`src/hw/camera_pkg.sv`:
```
// Camera front end shared definitions
// Pixel type, CSI-2 data types, register map and AXI response codes
package camera_pkg;

    // One RAW8 pixel
    typedef logic [7:0] pixel_t;

    // CSI-2 data type codes
    localparam logic [5:0] DT_FRAME_START = 6'h00;
    localparam logic [5:0] DT_FRAME_END   = 6'h01;
    localparam logic [5:0] DT_RAW8        = 6'h2A;

    // Register byte offsets
    localparam logic [4:0] REG_X_START = 5'h00;
    localparam logic [4:0] REG_X_END   = 5'h04;
    localparam logic [4:0] REG_Y_START = 5'h08;
    localparam logic [4:0] REG_Y_END   = 5'h0C;
    localparam logic [4:0] REG_SUM     = 5'h10; // Read only from here on
    localparam logic [4:0] REG_COUNT   = 5'h14;
    localparam logic [4:0] REG_PEAK    = 5'h18;
    localparam logic [4:0] REG_FRAMES  = 5'h1C;

    // AXI responses
    localparam logic [1:0] RESP_OKAY   = 2'b00;
    localparam logic [1:0] RESP_SLVERR = 2'b10;

    // Brightness sum width, enough for 8 bit pixels over a 1M pixel window
    localparam int SUM_WIDTH = 28;

endpackage

```
`src/hw/camera.sv`:
```
`timescale 1ns/1ps
// Camera front end top level
// Decoder, crop and metering on the pixel path, AXI4-Lite registers for control
module camera #(
    parameter int DIM_WIDTH = 12
) (
    input logic mipi_byte_clock,
    input logic mipi_byte_reset_n,

    input logic rx_sp_en_i,
    input logic rx_lp_av_en_i,
    input logic [5:0] rx_dt_i,
    input logic [15:0] rx_wc_i,
    input logic rx_payload_en_i,
    input camera_pkg::pixel_t rx_payload_i,

    input logic [4:0] s_axi_awaddr_i,
    input logic s_axi_awvalid_i,
    output logic s_axi_awready_o,
    input logic [31:0] s_axi_wdata_i,
    input logic [3:0] s_axi_wstrb_i,
    input logic s_axi_wvalid_i,
    output logic s_axi_wready_o,
    output logic [1:0] s_axi_bresp_o,
    output logic s_axi_bvalid_o,
    input logic s_axi_bready_i,
    input logic [4:0] s_axi_araddr_i,
    input logic s_axi_arvalid_i,
    output logic s_axi_arready_o,
    output logic [31:0] s_axi_rdata_o,
    output logic [1:0] s_axi_rresp_o,
    output logic s_axi_rvalid_o,
    input logic s_axi_rready_i
);

logic pix_frame_valid, pix_line_valid;
camera_pkg::pixel_t pix_data;
logic crop_frame_valid, crop_line_valid;
camera_pkg::pixel_t crop_data;
logic [camera_pkg::SUM_WIDTH-1:0] meter_sum;
logic [2*DIM_WIDTH-1:0] meter_count;
camera_pkg::pixel_t meter_peak;
logic meter_ready;
logic [DIM_WIDTH-1:0] x_start, x_end, y_start, y_end;

csi2_packet_decoder decoder (
    .mipi_byte_clock(mipi_byte_clock),
    .mipi_byte_reset_n(mipi_byte_reset_n),
    .rx_sp_en_i(rx_sp_en_i),
    .rx_lp_av_en_i(rx_lp_av_en_i),
    .rx_dt_i(rx_dt_i),
    .rx_wc_i(rx_wc_i),
    .rx_payload_en_i(rx_payload_en_i),
    .rx_payload_i(rx_payload_i),
    .frame_valid_o(pix_frame_valid),
    .line_valid_o(pix_line_valid),
    .pixel_o(pix_data)
);

crop #(.DIM_WIDTH(DIM_WIDTH)) window_crop (
    .mipi_byte_clock(mipi_byte_clock),
    .mipi_byte_reset_n(mipi_byte_reset_n),
    .frame_valid_i(pix_frame_valid),
    .line_valid_i(pix_line_valid),
    .pixel_i(pix_data),
    .x_start_i(x_start),
    .x_end_i(x_end),
    .y_start_i(y_start),
    .y_end_i(y_end),
    .frame_valid_o(crop_frame_valid),
    .line_valid_o(crop_line_valid),
    .pixel_o(crop_data)
);

metering #(.DIM_WIDTH(DIM_WIDTH)) meter (
    .mipi_byte_clock(mipi_byte_clock),
    .mipi_byte_reset_n(mipi_byte_reset_n),
    .frame_valid_i(crop_frame_valid),
    .line_valid_i(crop_line_valid),
    .pixel_i(crop_data),
    .sum_o(meter_sum),
    .count_o(meter_count),
    .peak_o(meter_peak),
    .ready_o(meter_ready)
);

camera_registers #(.DIM_WIDTH(DIM_WIDTH)) registers (
    .mipi_byte_clock(mipi_byte_clock),
    .mipi_byte_reset_n(mipi_byte_reset_n),
    .s_axi_awaddr_i(s_axi_awaddr_i),
    .s_axi_awvalid_i(s_axi_awvalid_i),
    .s_axi_awready_o(s_axi_awready_o),
    .s_axi_wdata_i(s_axi_wdata_i),
    .s_axi_wstrb_i(s_axi_wstrb_i),
    .s_axi_wvalid_i(s_axi_wvalid_i),
    .s_axi_wready_o(s_axi_wready_o),
    .s_axi_bresp_o(s_axi_bresp_o),
    .s_axi_bvalid_o(s_axi_bvalid_o),
    .s_axi_bready_i(s_axi_bready_i),
    .s_axi_araddr_i(s_axi_araddr_i),
    .s_axi_arvalid_i(s_axi_arvalid_i),
    .s_axi_arready_o(s_axi_arready_o),
    .s_axi_rdata_o(s_axi_rdata_o),
    .s_axi_rresp_o(s_axi_rresp_o),
    .s_axi_rvalid_o(s_axi_rvalid_o),
    .s_axi_rready_i(s_axi_rready_i),
    .sum_i(meter_sum),
    .count_i(meter_count),
    .peak_i(meter_peak),
    .ready_i(meter_ready),
    .x_start_o(x_start),
    .x_end_o(x_end),
    .y_start_o(y_start),
    .y_end_o(y_end)
);

endmodule

```
`src/hw/camera_registers.sv`:
```
`timescale 1ns/1ps
// Camera register block
// AXI4-Lite slave for the crop window, metering results and the frame count
module camera_registers #(
    parameter int DIM_WIDTH = 12
) (
    input logic mipi_byte_clock,
    input logic mipi_byte_reset_n,

    input logic [4:0] s_axi_awaddr_i,
    input logic s_axi_awvalid_i,
    output logic s_axi_awready_o,
    input logic [31:0] s_axi_wdata_i,
    input logic [3:0] s_axi_wstrb_i,
    input logic s_axi_wvalid_i,
    output logic s_axi_wready_o,
    output logic [1:0] s_axi_bresp_o,
    output logic s_axi_bvalid_o,
    input logic s_axi_bready_i,
    input logic [4:0] s_axi_araddr_i,
    input logic s_axi_arvalid_i,
    output logic s_axi_arready_o,
    output logic [31:0] s_axi_rdata_o,
    output logic [1:0] s_axi_rresp_o,
    output logic s_axi_rvalid_o,
    input logic s_axi_rready_i,

    input logic [camera_pkg::SUM_WIDTH-1:0] sum_i,
    input logic [2*DIM_WIDTH-1:0] count_i,
    input camera_pkg::pixel_t peak_i,
    input logic ready_i,

    output logic [DIM_WIDTH-1:0] x_start_o,
    output logic [DIM_WIDTH-1:0] x_end_o,
    output logic [DIM_WIDTH-1:0] y_start_o,
    output logic [DIM_WIDTH-1:0] y_end_o
);

logic [31:0] frame_count;
logic [31:0] wmask;
logic write_en;
logic read_en;

// Apply byte strobes to an old register value
function automatic logic [DIM_WIDTH-1:0] merge(input logic [DIM_WIDTH-1:0] old_val);
    logic [31:0] merged;
    merged = (32'(old_val) & ~wmask) | (s_axi_wdata_i & wmask);
    return merged[DIM_WIDTH-1:0];
endfunction

always_comb begin
    for (int i = 0; i < 4; i++) begin
        wmask[8*i +: 8] = {8{s_axi_wstrb_i[i]}};
    end
    write_en = s_axi_awvalid_i && s_axi_wvalid_i && !s_axi_bvalid_o;
    read_en = s_axi_arvalid_i && !s_axi_rvalid_o;
    s_axi_awready_o = write_en; // Address and data taken together
    s_axi_wready_o = write_en;
    s_axi_arready_o = !s_axi_rvalid_o;
end

always_ff @(posedge mipi_byte_clock or negedge mipi_byte_reset_n) begin
    if (!mipi_byte_reset_n) begin
        s_axi_bvalid_o <= 1'b0;
        s_axi_bresp_o <= camera_pkg::RESP_OKAY;
        x_start_o <= '0;
        x_end_o <= '1;
        y_start_o <= '0;
        y_end_o <= '1;
    end else begin
        if (s_axi_bvalid_o && s_axi_bready_i) begin
            s_axi_bvalid_o <= 1'b0;
        end
        if (write_en) begin
            s_axi_bvalid_o <= 1'b1;
            s_axi_bresp_o <= camera_pkg::RESP_OKAY;
            case (s_axi_awaddr_i)
                camera_pkg::REG_X_START: x_start_o <= merge(x_start_o);
                camera_pkg::REG_X_END: x_end_o <= merge(x_end_o);
                camera_pkg::REG_Y_START: y_start_o <= merge(y_start_o);
                camera_pkg::REG_Y_END: y_end_o <= merge(y_end_o);
                camera_pkg::REG_SUM, camera_pkg::REG_COUNT,
                camera_pkg::REG_PEAK, camera_pkg::REG_FRAMES: ; // Read only, ignored
                default: s_axi_bresp_o <= camera_pkg::RESP_SLVERR;
            endcase
        end
    end
end

// Read data is held until rready
always_ff @(posedge mipi_byte_clock or negedge mipi_byte_reset_n) begin
    if (!mipi_byte_reset_n) begin
        s_axi_rvalid_o <= 1'b0;
        s_axi_rdata_o <= '0;
        s_axi_rresp_o <= camera_pkg::RESP_OKAY;
    end else if (read_en) begin
        s_axi_rvalid_o <= 1'b1;
        s_axi_rresp_o <= camera_pkg::RESP_OKAY;
        case (s_axi_araddr_i)
            camera_pkg::REG_X_START: s_axi_rdata_o <= 32'(x_start_o);
            camera_pkg::REG_X_END: s_axi_rdata_o <= 32'(x_end_o);
            camera_pkg::REG_Y_START: s_axi_rdata_o <= 32'(y_start_o);
            camera_pkg::REG_Y_END: s_axi_rdata_o <= 32'(y_end_o);
            camera_pkg::REG_SUM: s_axi_rdata_o <= 32'(sum_i); // Held by metering
            camera_pkg::REG_COUNT: s_axi_rdata_o <= 32'(count_i);
            camera_pkg::REG_PEAK: s_axi_rdata_o <= 32'(peak_i);
            camera_pkg::REG_FRAMES: s_axi_rdata_o <= frame_count;
            default: begin
                s_axi_rdata_o <= '0;
                s_axi_rresp_o <= camera_pkg::RESP_SLVERR;
            end
        endcase
    end else if (s_axi_rready_i) begin
        s_axi_rvalid_o <= 1'b0;
    end
end

always_ff @(posedge mipi_byte_clock or negedge mipi_byte_reset_n) begin
    if (!mipi_byte_reset_n) begin
        frame_count <= '0;
    end else if (ready_i) begin
        frame_count <= frame_count + 32'd1;
    end
end

read_data_held: assert property (
    @(posedge mipi_byte_clock) disable iff (!mipi_byte_reset_n)
    s_axi_rvalid_o && !s_axi_rready_i |=> s_axi_rvalid_o && $stable(s_axi_rdata_o)
) else $error("Read data changed while stalled");

endmodule

```
`src/hw/crop.sv`:
```
`timescale 1ns/1ps
// Crop block
// Passes only pixels inside the programmed window, window is latched per frame
module crop #(
    parameter int DIM_WIDTH = 12
) (
    input logic mipi_byte_clock,
    input logic mipi_byte_reset_n,

    input logic frame_valid_i,
    input logic line_valid_i,
    input camera_pkg::pixel_t pixel_i,

    input logic [DIM_WIDTH-1:0] x_start_i,
    input logic [DIM_WIDTH-1:0] x_end_i,
    input logic [DIM_WIDTH-1:0] y_start_i,
    input logic [DIM_WIDTH-1:0] y_end_i,

    output logic frame_valid_o,
    output logic line_valid_o,
    output camera_pkg::pixel_t pixel_o
);

logic [DIM_WIDTH-1:0] x_count;
logic [DIM_WIDTH-1:0] y_count;
logic [DIM_WIDTH-1:0] x_start_q, x_end_q, y_start_q, y_end_q;
logic line_valid_q;
logic in_window;

always_comb begin
    in_window = (x_count >= x_start_q) && (x_count < x_end_q) &&
                (y_count >= y_start_q) && (y_count < y_end_q);
end

always_ff @(posedge mipi_byte_clock or negedge mipi_byte_reset_n) begin
    if (!mipi_byte_reset_n) begin
        frame_valid_o <= 1'b0;
        line_valid_o <= 1'b0;
        line_valid_q <= 1'b0;
        x_count <= '0;
        y_count <= '0;
        x_start_q <= '0;
        x_end_q <= '1;
        y_start_q <= '0;
        y_end_q <= '1;
    end else begin
        frame_valid_o <= frame_valid_i; // Also serves as the delayed frame valid
        line_valid_o <= line_valid_i && in_window;
        line_valid_q <= line_valid_i;

        // Shadow copy of the window at the rising frame valid
        if (frame_valid_i && !frame_valid_o) begin
            x_start_q <= x_start_i;
            x_end_q <= x_end_i;
            y_start_q <= y_start_i;
            y_end_q <= y_end_i;
        end

        x_count <= line_valid_i ? x_count + 1'b1 : '0;

        if (!frame_valid_i) begin
            y_count <= '0;
        end else if (line_valid_q && !line_valid_i) begin
            y_count <= y_count + 1'b1; // Next line
        end
    end
end

always_ff @(posedge mipi_byte_clock) begin
    pixel_o <= pixel_i;
end

// Upstream must keep lines inside frames for the window counters to hold
line_in_frame: assert property (
    @(posedge mipi_byte_clock) disable iff (!mipi_byte_reset_n)
    line_valid_o |-> frame_valid_o
) else $error("Cropped line valid outside frame valid");

endmodule

```
`src/hw/csi2_packet_decoder.sv`:
```
`timescale 1ns/1ps
// CSI-2 packet decoder
// Turns receiver short and long packets into RAW8 pixels with frame and line valid
module csi2_packet_decoder (
    input logic mipi_byte_clock,
    input logic mipi_byte_reset_n,

    input logic rx_sp_en_i,
    input logic rx_lp_av_en_i,
    input logic [5:0] rx_dt_i,
    input logic [15:0] rx_wc_i,
    input logic rx_payload_en_i,
    input camera_pkg::pixel_t rx_payload_i,

    output logic frame_valid_o,
    output logic line_valid_o,
    output camera_pkg::pixel_t pixel_o
);

logic [15:0] bytes_left;
logic take_byte;
logic frame_start;
logic frame_end;

always_comb begin
    frame_start = rx_sp_en_i && (rx_dt_i == camera_pkg::DT_FRAME_START);
    frame_end = rx_sp_en_i && (rx_dt_i == camera_pkg::DT_FRAME_END);
    take_byte = rx_payload_en_i && (bytes_left != 16'd0); // Only bytes of a RAW8 line
end

always_ff @(posedge mipi_byte_clock or negedge mipi_byte_reset_n) begin
    if (!mipi_byte_reset_n) begin
        frame_valid_o <= 1'b0;
        line_valid_o <= 1'b0;
        bytes_left <= 16'd0;
    end else begin
        if (frame_start) begin
            frame_valid_o <= 1'b1;
        end else if (frame_end) begin
            frame_valid_o <= 1'b0;
        end

        // Load the word count at the packet header
        if (rx_lp_av_en_i) begin
            bytes_left <= (rx_dt_i == camera_pkg::DT_RAW8) ? rx_wc_i : 16'd0;
        end else if (take_byte) begin
            bytes_left <= bytes_left - 16'd1;
        end

        line_valid_o <= take_byte;
    end
end

// Pixel data follows the payload byte by one cycle
always_ff @(posedge mipi_byte_clock) begin
    pixel_o <= rx_payload_i;
end

// The receiver never sends payload before frame start or after frame end
payload_in_frame: assert property (
    @(posedge mipi_byte_clock) disable iff (!mipi_byte_reset_n)
    rx_payload_en_i |-> frame_valid_o
) else $error("Payload byte outside a frame");

endmodule

```
`src/hw/metering.sv`:
```
`timescale 1ns/1ps
// Brightness metering
// Accumulates sum, count and peak of each cropped frame, publishes them at frame end
module metering #(
    parameter int DIM_WIDTH = 12
) (
    input logic mipi_byte_clock,
    input logic mipi_byte_reset_n,

    input logic frame_valid_i,
    input logic line_valid_i,
    input camera_pkg::pixel_t pixel_i,

    output logic [camera_pkg::SUM_WIDTH-1:0] sum_o,
    output logic [2*DIM_WIDTH-1:0] count_o,
    output camera_pkg::pixel_t peak_o,
    output logic ready_o
);

logic [camera_pkg::SUM_WIDTH-1:0] acc_sum;
logic [2*DIM_WIDTH-1:0] acc_count;
camera_pkg::pixel_t acc_peak;
logic frame_valid_q;
logic frame_start;
logic frame_end;

always_comb begin
    frame_start = frame_valid_i && !frame_valid_q;
    frame_end = !frame_valid_i && frame_valid_q;
end

always_ff @(posedge mipi_byte_clock or negedge mipi_byte_reset_n) begin
    if (!mipi_byte_reset_n) begin
        frame_valid_q <= 1'b0;
        acc_sum <= '0;
        acc_count <= '0;
        acc_peak <= '0;
    end else begin
        frame_valid_q <= frame_valid_i;

        if (frame_start) begin
            acc_sum <= '0;
            acc_count <= '0;
            acc_peak <= '0;
        end else if (line_valid_i) begin
            acc_sum <= acc_sum + camera_pkg::SUM_WIDTH'(pixel_i);
            acc_count <= acc_count + 1'b1;
            if (pixel_i > acc_peak) begin
                acc_peak <= pixel_i; // New maximum
            end
        end
    end
end

// Results hold until the next frame end
always_ff @(posedge mipi_byte_clock or negedge mipi_byte_reset_n) begin
    if (!mipi_byte_reset_n) begin
        sum_o <= '0;
        count_o <= '0;
        peak_o <= '0;
        ready_o <= 1'b0;
    end else begin
        ready_o <= frame_end;
        if (frame_end) begin
            sum_o <= acc_sum;
            count_o <= acc_count;
            peak_o <= acc_peak;
        end
    end
end

endmodule

```
`config.mk`:
```
export PLATFORM = sky130hd
export DESIGN_NAME = camera
export DESIGN_NICKNAME = d
export VERILOG_FILES = /design/src/hw/camera_pkg.sv /design/src/hw/camera.sv /design/src/hw/camera_registers.sv /design/src/hw/crop.sv /design/src/hw/csi2_packet_decoder.sv /design/src/hw/metering.sv
export SDC_FILE = /design/constraint.sdc
export NUM_CORES = 1
export LEC_CHECK = 0
export ABC_AREA = 1
export BUFFER_PORTS_ARGS = -buffer_cell sky130_fd_sc_hd__buf_2
export CORE_MARGIN = 4
export CORE_UTILIZATION = 45
export DETAILED_ROUTE_END_ITERATION = 8
export PLACE_DENSITY = 0.68
export SYNTH_ARGS = -nofsm -noshare
export SYNTH_HDL_FRONTEND = slang
export SYNTH_SLANG_ARGS = --single-unit
```
`constraint.sdc`:
```
create_clock -name mipi_byte_clock -period 2.7 [get_ports mipi_byte_clock]
set_input_delay 0.54 -clock mipi_byte_clock [delete_from_list [all_inputs] [get_ports mipi_byte_clock]]
set_output_delay 0.54 -clock mipi_byte_clock [all_outputs]
set_load 0.05 [all_outputs]
```
==> impl_results.md <==
- Resized cells post-CTS: 0
- Largest cells by area after synthesis: dfrtp_1, nand2_1, dfstp_2
- Final instance area: 20,700 um^2
- Worst reg2reg path startpoint: meter.acc_sum[0]
- Post-synth top area share: 39.2%
- H-tree depth: 2
- Syn-to-layout area delta: 14.2%
- Hold path startpoint: rx_payload_i[6]
- Critical Path Sink: s_axi_awready_o
- Clock transition at path regs: 0.06 ns
- Reg-to-reg endpoint: meter.acc_sum[12]
- Post-synthesis cell area: between 15,000 and 20,000 um^2
- Grt ovf: 0
- Synth async-reset ratio: between 90% and 100%
- Pin count of the biggest net entering global routing: between 60 and 70
- Final Core Density: 52.0%
- Pleak: 0.00995 uW
- Clock Skew: ~0.021 ns
- Post-synth top cells: nand2_1, inv_1, dfrtp_1
- CP startpoint kind: flip-flop
- Aggregate global-route resource usage: 21.4%
- Yosys warns: 0
- Final hold vios: 0
- Max frequency: 486 MHz
- Yosys reg bits: between 300 and 400
- Core Rows: 73
- Placed cell area: 19,200 um^2
- Top Ports: 127
- Horiz. Die Dim: approximately 210 um
- Worst slew margin: 42.5%
- Post-synth EDFFs: 0
- Post-CTS setup buffer count: 0
- Die Footprint: roughly 43,000 um^2
- Drt first pass iters: 5
- DRC Markers: 0
- Iter 0 DRT Violations: about 1,100
- Distinct cells, synth: 54
- CTS tree: yes
- WP data required: between 2 and 2.5 ns
- Reg-to-reg slack, setup: around 0.65 ns
- ANT nets after route: 0
- Worst-skew pair later-pin latency: approximately 0.56 ns
- Avg Vias per Cell: a little over 5
- Starting density of the core: ~46%
- Pwr dens: roughly 750 nW/um^2
- Total power: around 16,000 uW
- Data arrival at the endpoint of the critical path: 1.52 ns
- Vias in the first global route: about 15,000
- Post-Route WL: 46.3 mm
- Final #Nets: between 2,000 and 3,000
- Slowest-stage cell, CP: dfrtp_1
- Status: completed
- Max Root-Sink Buffers: 3
- RSZ-0062 raised after global routing: false
- Detailed placer's ending HPWL: 34.2 mm
- Slowest cell delay on critical path: 0.37 ns
- Fraction of layout cells with a size suffix above 1: between 10% and 20%
- Worst Path Max Fanout: 4
- Min-delay worst type: input port to flip-flop
- CP Capture Type: output pin
- Sequential element share of the synthesized area: 47.9%
- Via count: roughly 15,000
- Port Buffers: 102
- Area leader, netlist: dfrtp_1
- CP Class: flip-flop to output pin
- Total CTS buffers: 40
- Max-cap viol count: 0
- Worst slew pin tran: approximately 0.86 ns
- Clock sinks: between 300 and 400
- Top-count cell post-synth: nand2_1
- Syn Inst Count: roughly 2,300
- Core area: 39,700 um^2
- VDD IR max: ~0.42 mV
- Setup Viol. Count Final: 0
- Final setup TNS: 0 ns
- R2R depth: 10
- Dominant synthesized flop cell: dfrtp_1
- Placer Congestion: just over 0.9
- Avg WL per Cell: approximately 15 um
- Max-slew violations: 0
- Crit path launch: registers.s_axi_bvalid_o
- Initial antenna violation count: 3
- Die Span Y: roughly 210 um
- Root Buffer: clkbuf_16
- Final min period: 2.06 ns
- Final period util: between 70% and 80%
- CP Cell Sequence: inv_1 -> nand3_2 -> inv_2 -> buf_2
- First-pass GRT wire length: about 77 mm
- Syn Area/Cell: ~7.7 um^2
report_power, final:
group	switching, uW	total [uW]	internal, uW	leakage, uW
logic	2310	3370	1060	0.00471
clock network	2220	5860	3640	0.000716
registers	433	6330	5890	0.00452
layout by cell type (no fill, tap or decap), types with 42 or more instances in the layout:
cell type / count
nand4_1: 43
dfrtp_1: 283
o21ai_0: 210
dfstp_2: 48
ha_1: 67
a21oi_1: 82
nand3_1: 97
buf_2: 101
nand2_1: 710
nor2_1: 213
inv_1: 301
clkbuf_16: 42
area by class of cell:
class                   count  area, um^2
flip-flops and latches    347        8660
multi-input cells        1611        7900
well taps                 525         657
repair buffers            127         786
fillers                  3768       19100
inverters                 318        1200
clock buffers              53        1170
diodes                      2        5.00
clock inverters            21         272
cell families after synthesis:
logic type               count (synthesis)  share of synthesized area [%]
AND/OR/NAND/NOR                       1157                           27.2
buffers and inverters                  378                           8.46
AO/OA/AOI/OAI                          358                           10.4
flip-flops                             347                           47.9
adder cells (fa/ha/maj)                 68                           4.75
XOR/XNOR                                25                           1.21
other                                    1                         0.0207
multiplexers                             1                         0.0623
metrics by stage:
| stage | hold slack, ns | cells | worst slack (ns) |
|---|---|---|---|
| 5_1_grt | 0.0691 | 3003 | 0.436 |
| 4_1_cts | 0.0567 | 3002 | 0.593 |
| 3_5_place_dp | 0.314 | 2927 | 0.543 |
| 3_3_place_gp | 0.313 | 2927 | 0.568 |
| 6_report | 0.0871 | 3004 | 0.643 |
| 2_1_floorplan | 0.244 | 2336 | 0.838 |
worst max-delay path, delay by kind of cell (launching register included):
family                 cells  cell delay [ns]
buffers and inverters      3             0.45
flip-flops                 1             0.37
AND/OR/NAND/NOR            1             0.13
worst min path at each step:
| stage | end | slack [ns] | depth (start not counted) |
|---|---|---|---|
| global placement | window_crop.pixel_o[1] | 0.31 | 0 |
| CTS | decoder.pixel_o[6] | 0.06 | 1 |
| floorplan | async pin | 0.24 | 0 |
| global route | decoder.pixel_o[5] | 0.07 | 1 |
| detailed placement | window_crop.pixel_o[5] | 0.31 | 0 |
| finish | decoder.pixel_o[6] | 0.09 | 1 |
routing by layer:
layer  routed length [um]  global-route usage (%)
met1                20100                    27.9
met2                22600                    36.6
met3                 2010                    2.86
met4                 1580                    7.81
met5                    7                       0
what timing repair did:
item,4_1_cts,5_1_grt
setup endpoints to repair,0,0
hold buffers,1,0
endpoints found under the hold margin,33,0
No activity file was read; power rests on OpenSTA's default activity.
